===== src/include/ht_router_params.svh =====
`ifndef HT_ROUTER_PARAMS_SVH
`define HT_ROUTER_PARAMS_SVH

// tile coordinate widths
`define HT_X_CORD_WIDTH 4
`define HT_Y_CORD_WIDTH 3

// tiles in the folded x ring
`define HT_NUM_TILES_X 8

// physical column of the first ring tile
`define HT_BASE_X_CORD 0

// flit payload bits
`define HT_PAYLOAD_WIDTH 16

// lane fifo entries, power of two
`define HT_FIFO_DEPTH 4

// 1 = x then y, 0 = y then x
`define HT_XY_ORDER 1

`endif

===== src/logic/ht_router_pkg.sv =====
`include "ht_router_params.svh"

package ht_router_pkg;

  // seven vc output slots of the port
  localparam int HT_NUM_VC_OUT = 7;

  // router side a flit arrives from
  typedef enum logic [2:0] {
    P = 3'd0,
    W = 3'd1,
    E = 3'd2,
    N = 3'd3,
    S = 3'd4
  } ht_dir_e;

  // bit positions in the one-hot route and the output arrays
  typedef enum logic [2:0] {
    VC_P  = 3'd0,
    VC_W0 = 3'd1,
    VC_W1 = 3'd2,
    VC_E0 = 3'd3,
    VC_E1 = 3'd4,
    VC_N  = 3'd5,
    VC_S  = 3'd6
  } ht_vc_out_e;

  // single flit packet
  typedef struct packed {
    logic [`HT_X_CORD_WIDTH-1:0]  dest_x;
    logic [`HT_Y_CORD_WIDTH-1:0]  dest_y;
    logic [`HT_PAYLOAD_WIDTH-1:0] payload;
  } ht_flit_t;

  // head of a lane plus its decoded route
  typedef struct packed {
    logic                     valid;
    ht_flit_t                 flit;
    logic [HT_NUM_VC_OUT-1:0] vc_sel;
  } ht_lane_req_t;

endpackage


===== src/logic/ht_input_port.sv =====
`timescale 1ns/1ps

`include "ht_router_params.svh"

module ht_input_port
  import ht_router_pkg::*;
#(
  parameter ht_dir_e FROM_DIR = W
) (
  input  logic                         clk_i,
  input  logic                         arst_n_i,
  input  logic [`HT_X_CORD_WIDTH-1:0]  my_x_i,
  input  logic [`HT_Y_CORD_WIDTH-1:0]  my_y_i,
  input  ht_flit_t [1:0]               in_flit_i,
  input  logic [1:0]                   in_valid_i,
  output logic [1:0]                   in_ready_o,
  output ht_flit_t [HT_NUM_VC_OUT-1:0] out_flit_o,
  output logic [HT_NUM_VC_OUT-1:0]     out_valid_o,
  input  logic [HT_NUM_VC_OUT-1:0]     out_ready_i
);

  ht_lane_req_t [1:0] lane_req;
  logic [1:0]         lane_deq;

  // one lane per incoming vc
  for (genvar v = 0; v < 2; v++) begin : g_lane
    ht_vc_lane #(
      .VC_ID    (v),
      .FROM_DIR (FROM_DIR)
    ) u_lane (
      .clk_i      (clk_i),
      .arst_n_i   (arst_n_i),
      .my_x_i     (my_x_i),
      .my_y_i     (my_y_i),
      .in_flit_i  (in_flit_i[v]),
      .in_valid_i (in_valid_i[v]),
      .in_ready_o (in_ready_o[v]),
      .req_o      (lane_req[v]),
      .deq_i      (lane_deq[v])
    );
  end

  ht_output_alloc u_alloc (
    .clk_i       (clk_i),
    .arst_n_i    (arst_n_i),
    .lane_req_i  (lane_req),
    .deq_o       (lane_deq),
    .out_flit_o  (out_flit_o),
    .out_valid_o (out_valid_o),
    .out_ready_i (out_ready_i)
  );

endmodule


===== src/logic/ht_output_alloc.sv =====
`timescale 1ns/1ps

`include "ht_router_params.svh"

module ht_output_alloc
  import ht_router_pkg::*;
(
  input  logic                                clk_i,
  input  logic                                arst_n_i,
  input  ht_lane_req_t [1:0]                  lane_req_i,
  output logic [1:0]                          deq_o,
  output ht_flit_t [HT_NUM_VC_OUT-1:0]        out_flit_o,
  output logic [HT_NUM_VC_OUT-1:0]            out_valid_o,
  input  logic [HT_NUM_VC_OUT-1:0]            out_ready_i
);

  logic [HT_NUM_VC_OUT-1:0] req0;
  logic [HT_NUM_VC_OUT-1:0] req1;
  logic [HT_NUM_VC_OUT-1:0] both;
  logic [HT_NUM_VC_OUT-1:0] grant1;
  logic [HT_NUM_VC_OUT-1:0] fire;
  // per slot, 0 favours lane 0
  logic [HT_NUM_VC_OUT-1:0] rr_ptr;

  // which lanes want each slot
  always_comb begin
    req0 = lane_req_i[0].vc_sel & {HT_NUM_VC_OUT{lane_req_i[0].valid}};
    req1 = lane_req_i[1].vc_sel & {HT_NUM_VC_OUT{lane_req_i[1].valid}};
    both = req0 & req1;
  end

  // lane 1 wins when alone or when the pointer names it
  always_comb begin
    for (int s = 0; s < HT_NUM_VC_OUT; s++) begin
      grant1[s] = req1[s] && (!req0[s] || rr_ptr[s]);
    end
  end

  // drive each slot from its winner
  always_comb begin
    for (int s = 0; s < HT_NUM_VC_OUT; s++) begin
      out_valid_o[s] = req0[s] || req1[s];
      out_flit_o[s]  = grant1[s] ? lane_req_i[1].flit : lane_req_i[0].flit;
    end
  end

  assign fire = out_valid_o & out_ready_i;

  // each lane targets one slot, so at most one bit of each term is set
  always_comb begin
    deq_o[0] = |(fire & ~grant1);
    deq_o[1] = |(fire & grant1);
  end

  always_ff @(posedge clk_i or negedge arst_n_i) begin
    if (!arst_n_i) begin
      rr_ptr <= '0;
    end else begin
      for (int s = 0; s < HT_NUM_VC_OUT; s++) begin
        if (fire[s] && both[s]) begin
          // served lane steps aside for the other
          rr_ptr[s] <= !grant1[s];
        end else if (out_valid_o[s] && !out_ready_i[s]) begin
          // stalled winner keeps the slot so the offered flit stays stable
          rr_ptr[s] <= grant1[s];
        end
      end
    end
  end

endmodule


===== src/logic/ht_vc_lane.sv =====
`timescale 1ns/1ps

`include "ht_router_params.svh"

module ht_vc_lane
  import ht_router_pkg::*;
#(
  parameter int      VC_ID    = 0,
  parameter ht_dir_e FROM_DIR = W
) (
  input  logic                        clk_i,
  input  logic                        arst_n_i,
  input  logic [`HT_X_CORD_WIDTH-1:0] my_x_i,
  input  logic [`HT_Y_CORD_WIDTH-1:0] my_y_i,
  input  ht_flit_t                    in_flit_i,
  input  logic                        in_valid_i,
  output logic                        in_ready_o,
  output ht_lane_req_t                req_o,
  input  logic                        deq_i
);

  localparam int DEPTH = `HT_FIFO_DEPTH;
  localparam int PW = $clog2(DEPTH);

  ht_flit_t                 mem [DEPTH];
  logic [PW-1:0]            wr_ptr;
  logic [PW-1:0]            rd_ptr;
  logic [PW:0]              count;
  logic                     not_empty;
  logic                     wr_en;
  logic                     rd_en;
  ht_flit_t                 head;
  logic [HT_NUM_VC_OUT-1:0] head_sel;

  assign not_empty  = (count != '0);
  assign in_ready_o = (count != (PW + 1)'(DEPTH));
  assign wr_en      = in_valid_i && in_ready_o;
  // pop only a flit that is actually there
  assign rd_en      = deq_i && not_empty;
  assign head       = mem[rd_ptr];

  // pointers wrap on their own since depth is a power of two
  always_ff @(posedge clk_i or negedge arst_n_i) begin
    if (!arst_n_i) begin
      wr_ptr <= '0;
      rd_ptr <= '0;
      count  <= '0;
    end else begin
      if (wr_en) begin
        wr_ptr <= wr_ptr + 1'b1;
      end
      if (rd_en) begin
        rd_ptr <= rd_ptr + 1'b1;
      end
      case ({wr_en, rd_en})
        2'b10:   count <= count + 1'b1;
        2'b01:   count <= count - 1'b1;
        default: count <= count;
      endcase
    end
  end

  // flit storage
  always_ff @(posedge clk_i) begin
    if (wr_en) begin
      mem[wr_ptr] <= in_flit_i;
    end
  end

  // route of the head flit
  ht_route_decode #(
    .VC_ID    (VC_ID),
    .FROM_DIR (FROM_DIR)
  ) u_decode (
    .dest_x_i (head.dest_x),
    .dest_y_i (head.dest_y),
    .my_x_i   (my_x_i),
    .my_y_i   (my_y_i),
    .vc_sel_o (head_sel)
  );

  always_comb begin
    req_o.valid  = not_empty;
    req_o.flit   = head;
    req_o.vc_sel = head_sel;
  end

endmodule


===== src/logic/ht_route_decode.sv =====
`timescale 1ns/1ps

`include "ht_router_params.svh"

module ht_route_decode
  import ht_router_pkg::*;
#(
  parameter int      VC_ID    = 0,
  parameter ht_dir_e FROM_DIR = W
) (
  input  logic [`HT_X_CORD_WIDTH-1:0] dest_x_i,
  input  logic [`HT_Y_CORD_WIDTH-1:0] dest_y_i,
  input  logic [`HT_X_CORD_WIDTH-1:0] my_x_i,
  input  logic [`HT_Y_CORD_WIDTH-1:0] my_y_i,
  output logic [HT_NUM_VC_OUT-1:0]    vc_sel_o
);

  localparam int XW = `HT_X_CORD_WIDTH;
  localparam int RING = `HT_NUM_TILES_X;
  // one spare bit so the wrapped sum cannot overflow
  localparam int DW = XW + 1;
  localparam bit XY_ORDER = (`HT_XY_ORDER != 0);

  // base offsets where the ring crosses its dateline
  localparam logic [XW-1:0] DATELINE_E = XW'(RING / 2 - 2);
  localparam logic [XW-1:0] DATELINE_W = XW'(RING / 2);

  logic [XW-1:0] my_base_x;
  logic [XW-1:0] my_ring_x;
  logic [XW-1:0] dest_ring_x;
  logic [DW-1:0] cw_dist;
  logic [DW-1:0] ccw_dist;
  logic          x_eq;
  logic          y_eq;
  logic          y_gt;
  logic          go_vert;
  logic          go_cw;
  logic          go_east;
  logic          vc_bit;
  ht_vc_out_e    out_sel;

  // logical position of a physical column on the folded ring
  function automatic logic [XW-1:0] ring_pos(input logic [XW-1:0] col);
    logic [XW-1:0] base;
    base = col - XW'(`HT_BASE_X_CORD);
    if (col[0]) begin
      // odd columns run back along the fold
      return XW'(RING - 1) - (base >> 1);
    end
    return base >> 1;
  endfunction

  assign my_base_x   = my_x_i - XW'(`HT_BASE_X_CORD);
  assign my_ring_x   = ring_pos(my_x_i);
  assign dest_ring_x = ring_pos(dest_x_i);

  assign x_eq = (dest_x_i == my_x_i);
  assign y_eq = (dest_y_i == my_y_i);
  assign y_gt = (dest_y_i > my_y_i);

  // ring distances both ways round
  always_comb begin
    cw_dist  = (DW'(dest_ring_x) + DW'(RING) - DW'(my_ring_x)) % DW'(RING);
    ccw_dist = (DW'(RING) - cw_dist) % DW'(RING);
  end

  // vertical hop needed now under the chosen order
  always_comb begin
    if (XY_ORDER) begin
      go_vert = x_eq && !y_eq;
    end else begin
      go_vert = !y_eq;
    end
  end

  // shorter way wins, ring parity settles a tie
  always_comb begin
    if (cw_dist < ccw_dist) begin
      go_cw = 1'b1;
    end else if (cw_dist > ccw_dist) begin
      go_cw = 1'b0;
    end else begin
      go_cw = !my_ring_x[0];
    end
    // clockwise leaves an even column eastward, an odd one westward
    go_east = my_x_i[0] ? !go_cw : go_cw;
  end

  // vc for a horizontal hop
  always_comb begin
    if (my_x_i[0]) begin
      vc_bit = 1'(VC_ID);
    end else if (FROM_DIR == P) begin
      // injected traffic starts on vc 0
      vc_bit = 1'b0;
    end else if (go_east && (my_base_x == DATELINE_E)) begin
      vc_bit = 1'b1;
    end else if (!go_east && (my_base_x == DATELINE_W)) begin
      vc_bit = 1'b1;
    end else begin
      vc_bit = 1'(VC_ID);
    end
  end

  // pick the output slot
  always_comb begin
    if (x_eq && y_eq) begin
      out_sel = VC_P;
    end else if (go_vert) begin
      out_sel = y_gt ? VC_S : VC_N;
    end else if (go_east) begin
      out_sel = vc_bit ? VC_E1 : VC_E0;
    end else begin
      out_sel = vc_bit ? VC_W1 : VC_W0;
    end
  end

  always_comb begin
    vc_sel_o          = '0;
    vc_sel_o[out_sel] = 1'b1;
  end

endmodule


===== config.mk =====
export PLATFORM = sky130hd
export DESIGN_NAME = ht_input_port
export DESIGN_NICKNAME = d
export VERILOG_FILES = /design/src/logic/ht_router_pkg.sv /design/src/logic/ht_input_port.sv /design/src/logic/ht_output_alloc.sv /design/src/logic/ht_vc_lane.sv /design/src/logic/ht_route_decode.sv
export VERILOG_INCLUDE_DIRS = /design/src /design/src/include
export SDC_FILE = /design/constraint.sdc
export NUM_CORES = 1
export LEC_CHECK = 0
export BUFFER_PORTS_ARGS = -buffer_cell sky130_fd_sc_hd__buf_2
export CORE_MARGIN = 3
export CORE_UTILIZATION = 30
export DETAILED_ROUTE_END_ITERATION = 7
export SYNTH_ARGS = -nofsm -noshare
export SYNTH_HDL_FRONTEND = slang
export SYNTH_SLANG_ARGS = --single-unit

===== constraint.sdc =====
create_clock -name clk_i -period 6.59 [get_ports clk_i]
set_input_delay 0.659 -clock clk_i [delete_from_list [all_inputs] [get_ports clk_i]]
set_output_delay 0.659 -clock clk_i [all_outputs]
set_load 0.02 [all_outputs]

==> impl_metrics.csv, run 1 <==
group,metric,value,unit
critical_path,reg2reg_depth,25,
timing,setup_viol,0,
critical_path,critPathLaunch,"g_lane[0].u_lane.rd_ptr[1]",
placement,place_congestion,0.8398,
run,cap_violations,0,
timing,fmax,159.6,MHz
critical_path,critPathLaunchType,"flip-flop",
yosys,synth-main-ff-cell,"edfxtp_1",
critical_path,max_stage_delay,0.47,ns
drt,routed_wl,30920,µm
critical_path,arrival,5.60,ns
placement,io_buffers,233,
yosys,yosys_register_bits,203,
floorplanning,ios,234,
critical_path,crit_end,"out_flit_o[13]",
cts,cts_sinks,203,
global_route,grt.overflow.total,0,
global_route,antenna_found_initial,1,
floorplanning,dieArea,39180,µm²
floorplanning,initial_core_util,0.3077,
timing,hold_violations,0,
layout,final_common_cell,"buf_2",
placement,hpwl,22660,µm
yosys,synthesis.nets,786,
critical_path,cp_slowest_cell,"dfrtp_2",
critical_path,critPathKind,"reg -> out",
floorplanning,fp.dieH,197.9,µm
cts,cts.clk_slew.worst_paths,0.06,ns
yosys,synth_top_cell_by_area,"edfxtp_1",
yosys,seq_area_frac_synth,0.5430,
cts,clock_latency,0.51,ns
global_route,grt_pass1_vias,7297,
floorplanning,die_w,197.9,µm
cts,htree_levels,1,
critical_path,crit_fanout,17,
drt,vias,7055,
drt,drc,0,
yosys,avgSynthCellArea,15.86,µm²
timing,min_period,6.264,ns
critical_path,r2r_setup_slack,0.68,ns
yosys,netlist_area,11050,µm²
cts,cts_buffers,24,
yosys,synth-async-reset-ratio,0.09360,
layout,drive_gt1_frac,0.4665,
drt,routedWlPerCell,21.56,µm
timing,tns,0,ns
global_route,grt_max_degree,33,
worst_hold_path,hp-class,"in -> async",
global_route,grt_pass1_wl,45220,µm
yosys,synth_edf_count,184,
critical_path,reg2reg_from,"g_lane[0].u_lane.rd_ptr[1]",
cts,cts-root-buf,"clkbuf_16",
cts,clockBufferDepth,3,
cts,postCtsHoldBufs,0,
timing,finalClockSkew,0.02076,ns
drt,drt-pass1-iter-count,5,
yosys,synth_cells,697,
yosys,synth_top_cell_area_share,0.4999,
yosys,ys_warn_count,0,
global_route,grt_usage,0.1534,
floorplanning,core_area,35910,µm²
critical_path,worst_ep_required_time,5.93,ns
critical_path,cp-end-kind,"output port",
floorplanning,row_count,69,
timing,relSlewSlack,0.4595,
critical_path,cp_cell_sequence,"buf_4, mux2_4, o21ai_2, inv_2, xnor2_1, ha_1, inv_1, fa_1, xnor2_2, xnor2_4, xnor2_2, a221o_1, nand2_1, inv_1, ha_1, nor3_1, mux2i_1, inv_1, nand3_1, o21ai_4, buf_8, mux2_2, buf_2",
timing,slew_violations,0,
drt,drt-initial-drc-count,237,
yosys,synth_area_leaders,"edfxtp_1 (50%), mux4_2 (13%), mux2_1 (4.5%), dfrtp_1 (4.3%), mux2_2 (3.9%)",
layout,final_cell_mix,"buf_2 (233), edfxtp_1 (184), mux4_2 (63)",
cts,cts_tree,"done",
yosys,yosysUniqueCellTypes,61,
timing,finalCritPeriodShare,0.9505,
drt,drt.antenna.violating_nets,0,
critical_path,critical_path.most_common_cell,"inv_1",
layout,area_growth,24.18,%
timing,worst_slew_pin_slew,0.8022,ns
timing,rsz0062_at_grt,"no",
drt,viasPerCell,4.920,
critical_path,r2r-end,"g_lane[1].u_lane.count[2]",
layout,layout.nets,1042,
status,status,"completed",
## metal layers
metal	wire, µm	vias up	track usage
met5	0	-	0
met2	15050	249	0.2666
met4	855	0	0.04587
met3	1908	44	0.03012
met1	13100	3498	0.1946
li1	-	3264	-
## through the flow
stage / cell area [µm²] / hold WS (ns) / utilization / setup slack, ns / std cells
finish: 13720 / 0.1368 / 0.3821 / 0.3262 / 1434
global route: 13720 / 0.1638 / 0.3821 / 0.003543 / 1433
CTS: 13620 / 0.1298 / 0.3793 / 0.01093 / 1423
detailed placement: 12810 / 0.5099 / 0.3567 / 0.5045 / 1379
global placement: 12810 / 0.5082 / 0.3567 / 0.5934 / 1379
floorplan: 11050 / 0.3634 / - / 0.9165 / 697
## synth_stat cells (3+ instances only)
master,instances
edfxtp_1,184
mux4_2,63
mux2_1,44
mux2i_1,42
mux2_2,38
inv_1,31
nand2_1,26
ha_1,21
dfrtp_1,19
xnor2_1,19
mux2_4,17
nor2_1,15
and3_1,12
clkbuf_1,12
a21oi_1,10
xor2_1,10
nand3_1,9
o21ai_0,9
buf_4,7
nand2b_1,7
and2_1,6
buf_1,6
nor3_1,6
o22ai_1,6
buf_6,5
nor2b_1,5
buf_2,4
fa_1,4
o21ai_1,4
a21o_1,3
a22oi_1,3
inv_2,3
nand4_1,3
nor4_1,3
o21a_1,3
o21ai_2,3
or3_1,3
## cell type report
type	instances	area [µm²]
fill	3433	22190
sequential	203	6007
multi-input combinational	426	4787
timing repair buffer	263	1415
clock buffer	28	636.9
tap	461	576.8
clock inverter	16	162.7
inverter	35	133.9
antenna	2	5.005
## timing repair
item,CTS,global route
gates cloned,0,1
endpoints found under the setup margin,22,110
pin swaps,0,2
buffers inserted,0,8
hold endpoints to repair,0,0
resized for setup,2,6
## kinds of logic after synthesis
logic type / count (synthesis) / share of synthesized area
multiplexers: 204 / 0.2731
buffers and inverters: 69 / 0.02989
XOR/XNOR: 33 / 0.03091
flip-flops: 203 / 0.5430
AND/OR/NAND/NOR: 103 / 0.04981
AO/OA/AOI/OAI: 60 / 0.04234
adder cells (fa/ha/maj): 25 / 0.03102
## worst min-delay path by stage
stage	end	from	slack, ns	cells after the start
after floorplan	g_lane[0].u_lane.count[0]	arst_n_i	0.36	0
after global placement	g_lane[1].u_lane.count[0]	g_lane[1].u_lane.count[0]	0.51	1
after detailed placement	g_lane[1].u_lane.count[0]	g_lane[1].u_lane.count[0]	0.51	1
after CTS	u_alloc.rr_ptr[0]	arst_n_i	0.13	1
after global routing	u_alloc.rr_ptr[0]	arst_n_i	0.16	1
final	u_alloc.rr_ptr[0]	arst_n_i	0.14	1
## state kept, by name, indices dropped and copies added, names as in the netlist
signal,cells
g_lane.u_lane.count,6
u_alloc.rr_ptr,5
g_lane.u_lane.wr_ptr,4
g_lane.u_lane.mem,184
g_lane.u_lane.rd_ptr,4
## critical path, delay by kind of cell, from the launching register on
family	cells	cell delay [ns]
fa+ha+maj	3	0.89
mux	3	0.79
simple gates	3	0.51
buf+inv	7	0.86
xor+xnor	4	0.73
compound gates	3	0.79
flops	1	0.47
Power of run 1 is left out: the tool's default activity adds up to more than one toggle a clock period on the data nets, which glitch-free logic cannot reach.
==> inputs of run 2 (changes only) <==
--- a/config.mk
+++ b/config.mk
@@ -7,7 +7,7 @@
 export NUM_CORES = 1
 export LEC_CHECK = 0
 export BUFFER_PORTS_ARGS = -buffer_cell sky130_fd_sc_hd__buf_2
-export CORE_MARGIN = 3
+export CAP_MARGIN = 20
 export CORE_UTILIZATION = 30
 export DETAILED_ROUTE_END_ITERATION = 7
 export SYNTH_ARGS = -nofsm -noshare
==> constraint.sdc (replaced) <==
create_clock -name clk_i -period 6.59 [get_ports clk_i]
set_input_delay 0.659 -clock clk_i [delete_from_list [all_inputs] [get_ports clk_i]]
set_output_delay 0.659 -clock clk_i [all_outputs]
set_load 0.1 [all_outputs]
==> run 2 against run 1 <==
Effect of this change: flip-flop and latch count is the same; clock skew shrank 0.015 ns; core utilization grew 3.2 points; non-clock buffer count is the same; fmax shrank 1.9%; register-to-register slack gained 0.09 ns; count of clock-buffer cells in the layout grew 2; routed wire length grew 6.4%; final cell count shrank 0.28%; critical path type unchanged; design area grew 8.4%; global-route usage grew 1.4 points; worst setup slack lost 0.12 ns.
==> impl_metrics.csv, run 2 (synthesis gave the netlist of run 1 again) <==
group,metric,value,unit
cts,cts_tree,"done",
timing,finalCritPeriodShare,0.9685,
critical_path,arrival,5.72,ns
timing,setup_viol,0,
critical_path,reg2reg_depth,24,
global_route,grt_max_degree,44,
critical_path,cp-end-kind,"output port",
floorplanning,dieArea,37610,µm²
drt,drc,0,
cts,htree_levels,1,
layout,regMostFlops,"g_lane.u_lane.mem",
layout,fillers,3317,
floorplanning,die_w,193.9,µm
critical_path,r2r-end,"g_lane[1].u_lane.count[2]",
cts,cts.clk_slew.worst_paths,0.06,ns
placement,io_buffers,233,
cts,clockBufferDepth,3,
drt,drt-pass1-iter-count,4,
drt,viasPerCell,5.065,
global_route,use_met3,0.04070,
layout,finalCoreUtilization,0.4143,
drt,routed_wl,32890,µm
timing,setup_ws,0.2075,ns
critical_path,reg2reg_from,"g_lane[0].u_lane.rd_ptr[1]",
cts,cts_buffers,23,
layout,largest_reg_flops,184,
layout,layout.nets,1041,
timing,relSlewSlack,0.2663,
critical_path,r2r_setup_slack,0.77,ns
critical_path,max_stage_delay,0.44,ns
global_route,global_route.usage.met1,0.2055,
timing,tns,0,ns
cts,clock_latency,0.49,ns
global_route,grt_pass1_wl,46920,µm
global_route,grt_usage,0.1672,
layout,final_common_cell,"edfxtp_1",
timing,hold_violations,0,
floorplanning,initial_core_util,0.3077,
critical_path,critPathLaunchType,"flip-flop",
global_route,grt.overflow.total,0,
critical_path,cp_slowest_cell,"dfrtp_2",
critical_path,crit_fanout,17,
layout,drive_gt1_frac,0.4793,
critical_path,critical_path.most_common_cell,"xnor2_2",
status,status,"completed",
critical_path,cp_cell_sequence,"buf_8, mux2_2, o21ai_4, inv_2, xor2_1, fa_1, xnor2_2, xnor2_4, xnor2_2, a221o_1, nand2_2, inv_1, ha_1, and2_1, mux2i_1, nor4_2, a21boi_4, buf_4, mux2_1, buf_2",
placement,place_congestion,0.9055,
global_route,busiest_layer,"met2",
drt,drt-initial-drc-count,508,
critical_path,critPathTopFamily,"buffers and inverters",
cts,cts-root-buf,"clkbuf_16",
cts,postCtsHoldBufs,0,
layout,final_cell_mix,"edfxtp_1 (184), buf_2 (141), buf_12 (75)",
run,cap_violations,0,
worst_hold_path,hp-class,"in -> async",
layout,final_cells,1430,
floorplanning,core_area,35910,µm²
placement,hpwl,23250,µm
timing,worst_slew_pin_slew,1.089,ns
global_route,antenna_found_initial,3,
cts,cts_sinks,203,
drt,drt.antenna.violating_nets,0,
timing,fmax,156.7,MHz
placement,dp.cells,1376,
critical_path,critPathLaunch,"g_lane[0].u_lane.rd_ptr[1]",
critical_path,cp_num_buf_inv,5,
floorplanning,ios,234,
critical_path,worst_ep_required_time,5.93,ns
global_route,grtUsageMet2,0.2942,
timing,min_period,6.382,ns
placement,pre_cts_slack,0.3912,ns
floorplanning,fp.dieH,193.9,µm
timing,slew_violations,0,
floorplanning,row_count,69,
drt,routedWlPerCell,23.00,µm
drt,vias,7243,
layout,top_regs,"g_lane.u_lane.mem (184), g_lane.u_lane.count (6), u_alloc.rr_ptr (5)",
timing,finalClockSkew,0.005335,ns
global_route,grt_pass1_vias,7270,
layout,area_growth,34.64,%
critical_path,critPathKind,"reg -> out",
run 2: stage by stage:
step           cell area [µm²]  hold slack [ns]
3_3_place_gp             13900           0.5022
3_5_place_dp             13900           0.5080
4_1_cts                  14620           0.1295
2_1_floorplan            11090           0.3634
6_report                 14880           0.1252
5_1_grt                  14880           0.1485
run 2: per-layer routing:
| layer | part of all wire | wire length, µm |
|---|---|---|
| met1 | 0.42 | 13720 |
| met2 | 0.49 | 16180 |
| met3 | 0.070 | 2309 |
| met4 | 0.020 | 674 |
| met5 | 0.00024 | 8 |
run 2: layout make-up:
type / instances / area [µm²] / share of cell area
clock buffers: 30 / 621.8 / 0.04179
flip-flops and latches: 203 / 6007 / 0.4037
inverters: 35 / 133.9 / 0.008997
well taps: 461 / 576.8 / 0.03876
diodes: 1 / 2.502 / 0.0001682
repair buffers: 263 / 2629 / 0.1767
multi-input cells: 426 / 4857 / 0.3264
clock inverters: 11 / 52.55 / 0.003531
run 2: how the worst max path moves through the flow:
stage / cells past startpoint / to
after floorplan: 22 / out_flit_o[16]
after global placement: 20 / out_flit_o[153]
after detailed placement: 18 / out_flit_o[65]
after CTS: 21 / out_flit_o[14]
after global routing: 22 / out_flit_o[0]
final: 20 / out_flit_o[153]
run 2: timing repair:
action,4_1_cts,5_1_grt
endpoints found under the setup margin,47,89
buffers inserted,0,8
gates resized for setup,6,57
pin swaps,0,4
endpoints found under the hold margin,0,0
gates cloned,1,3
Power of run 2 is left out for the same reason.
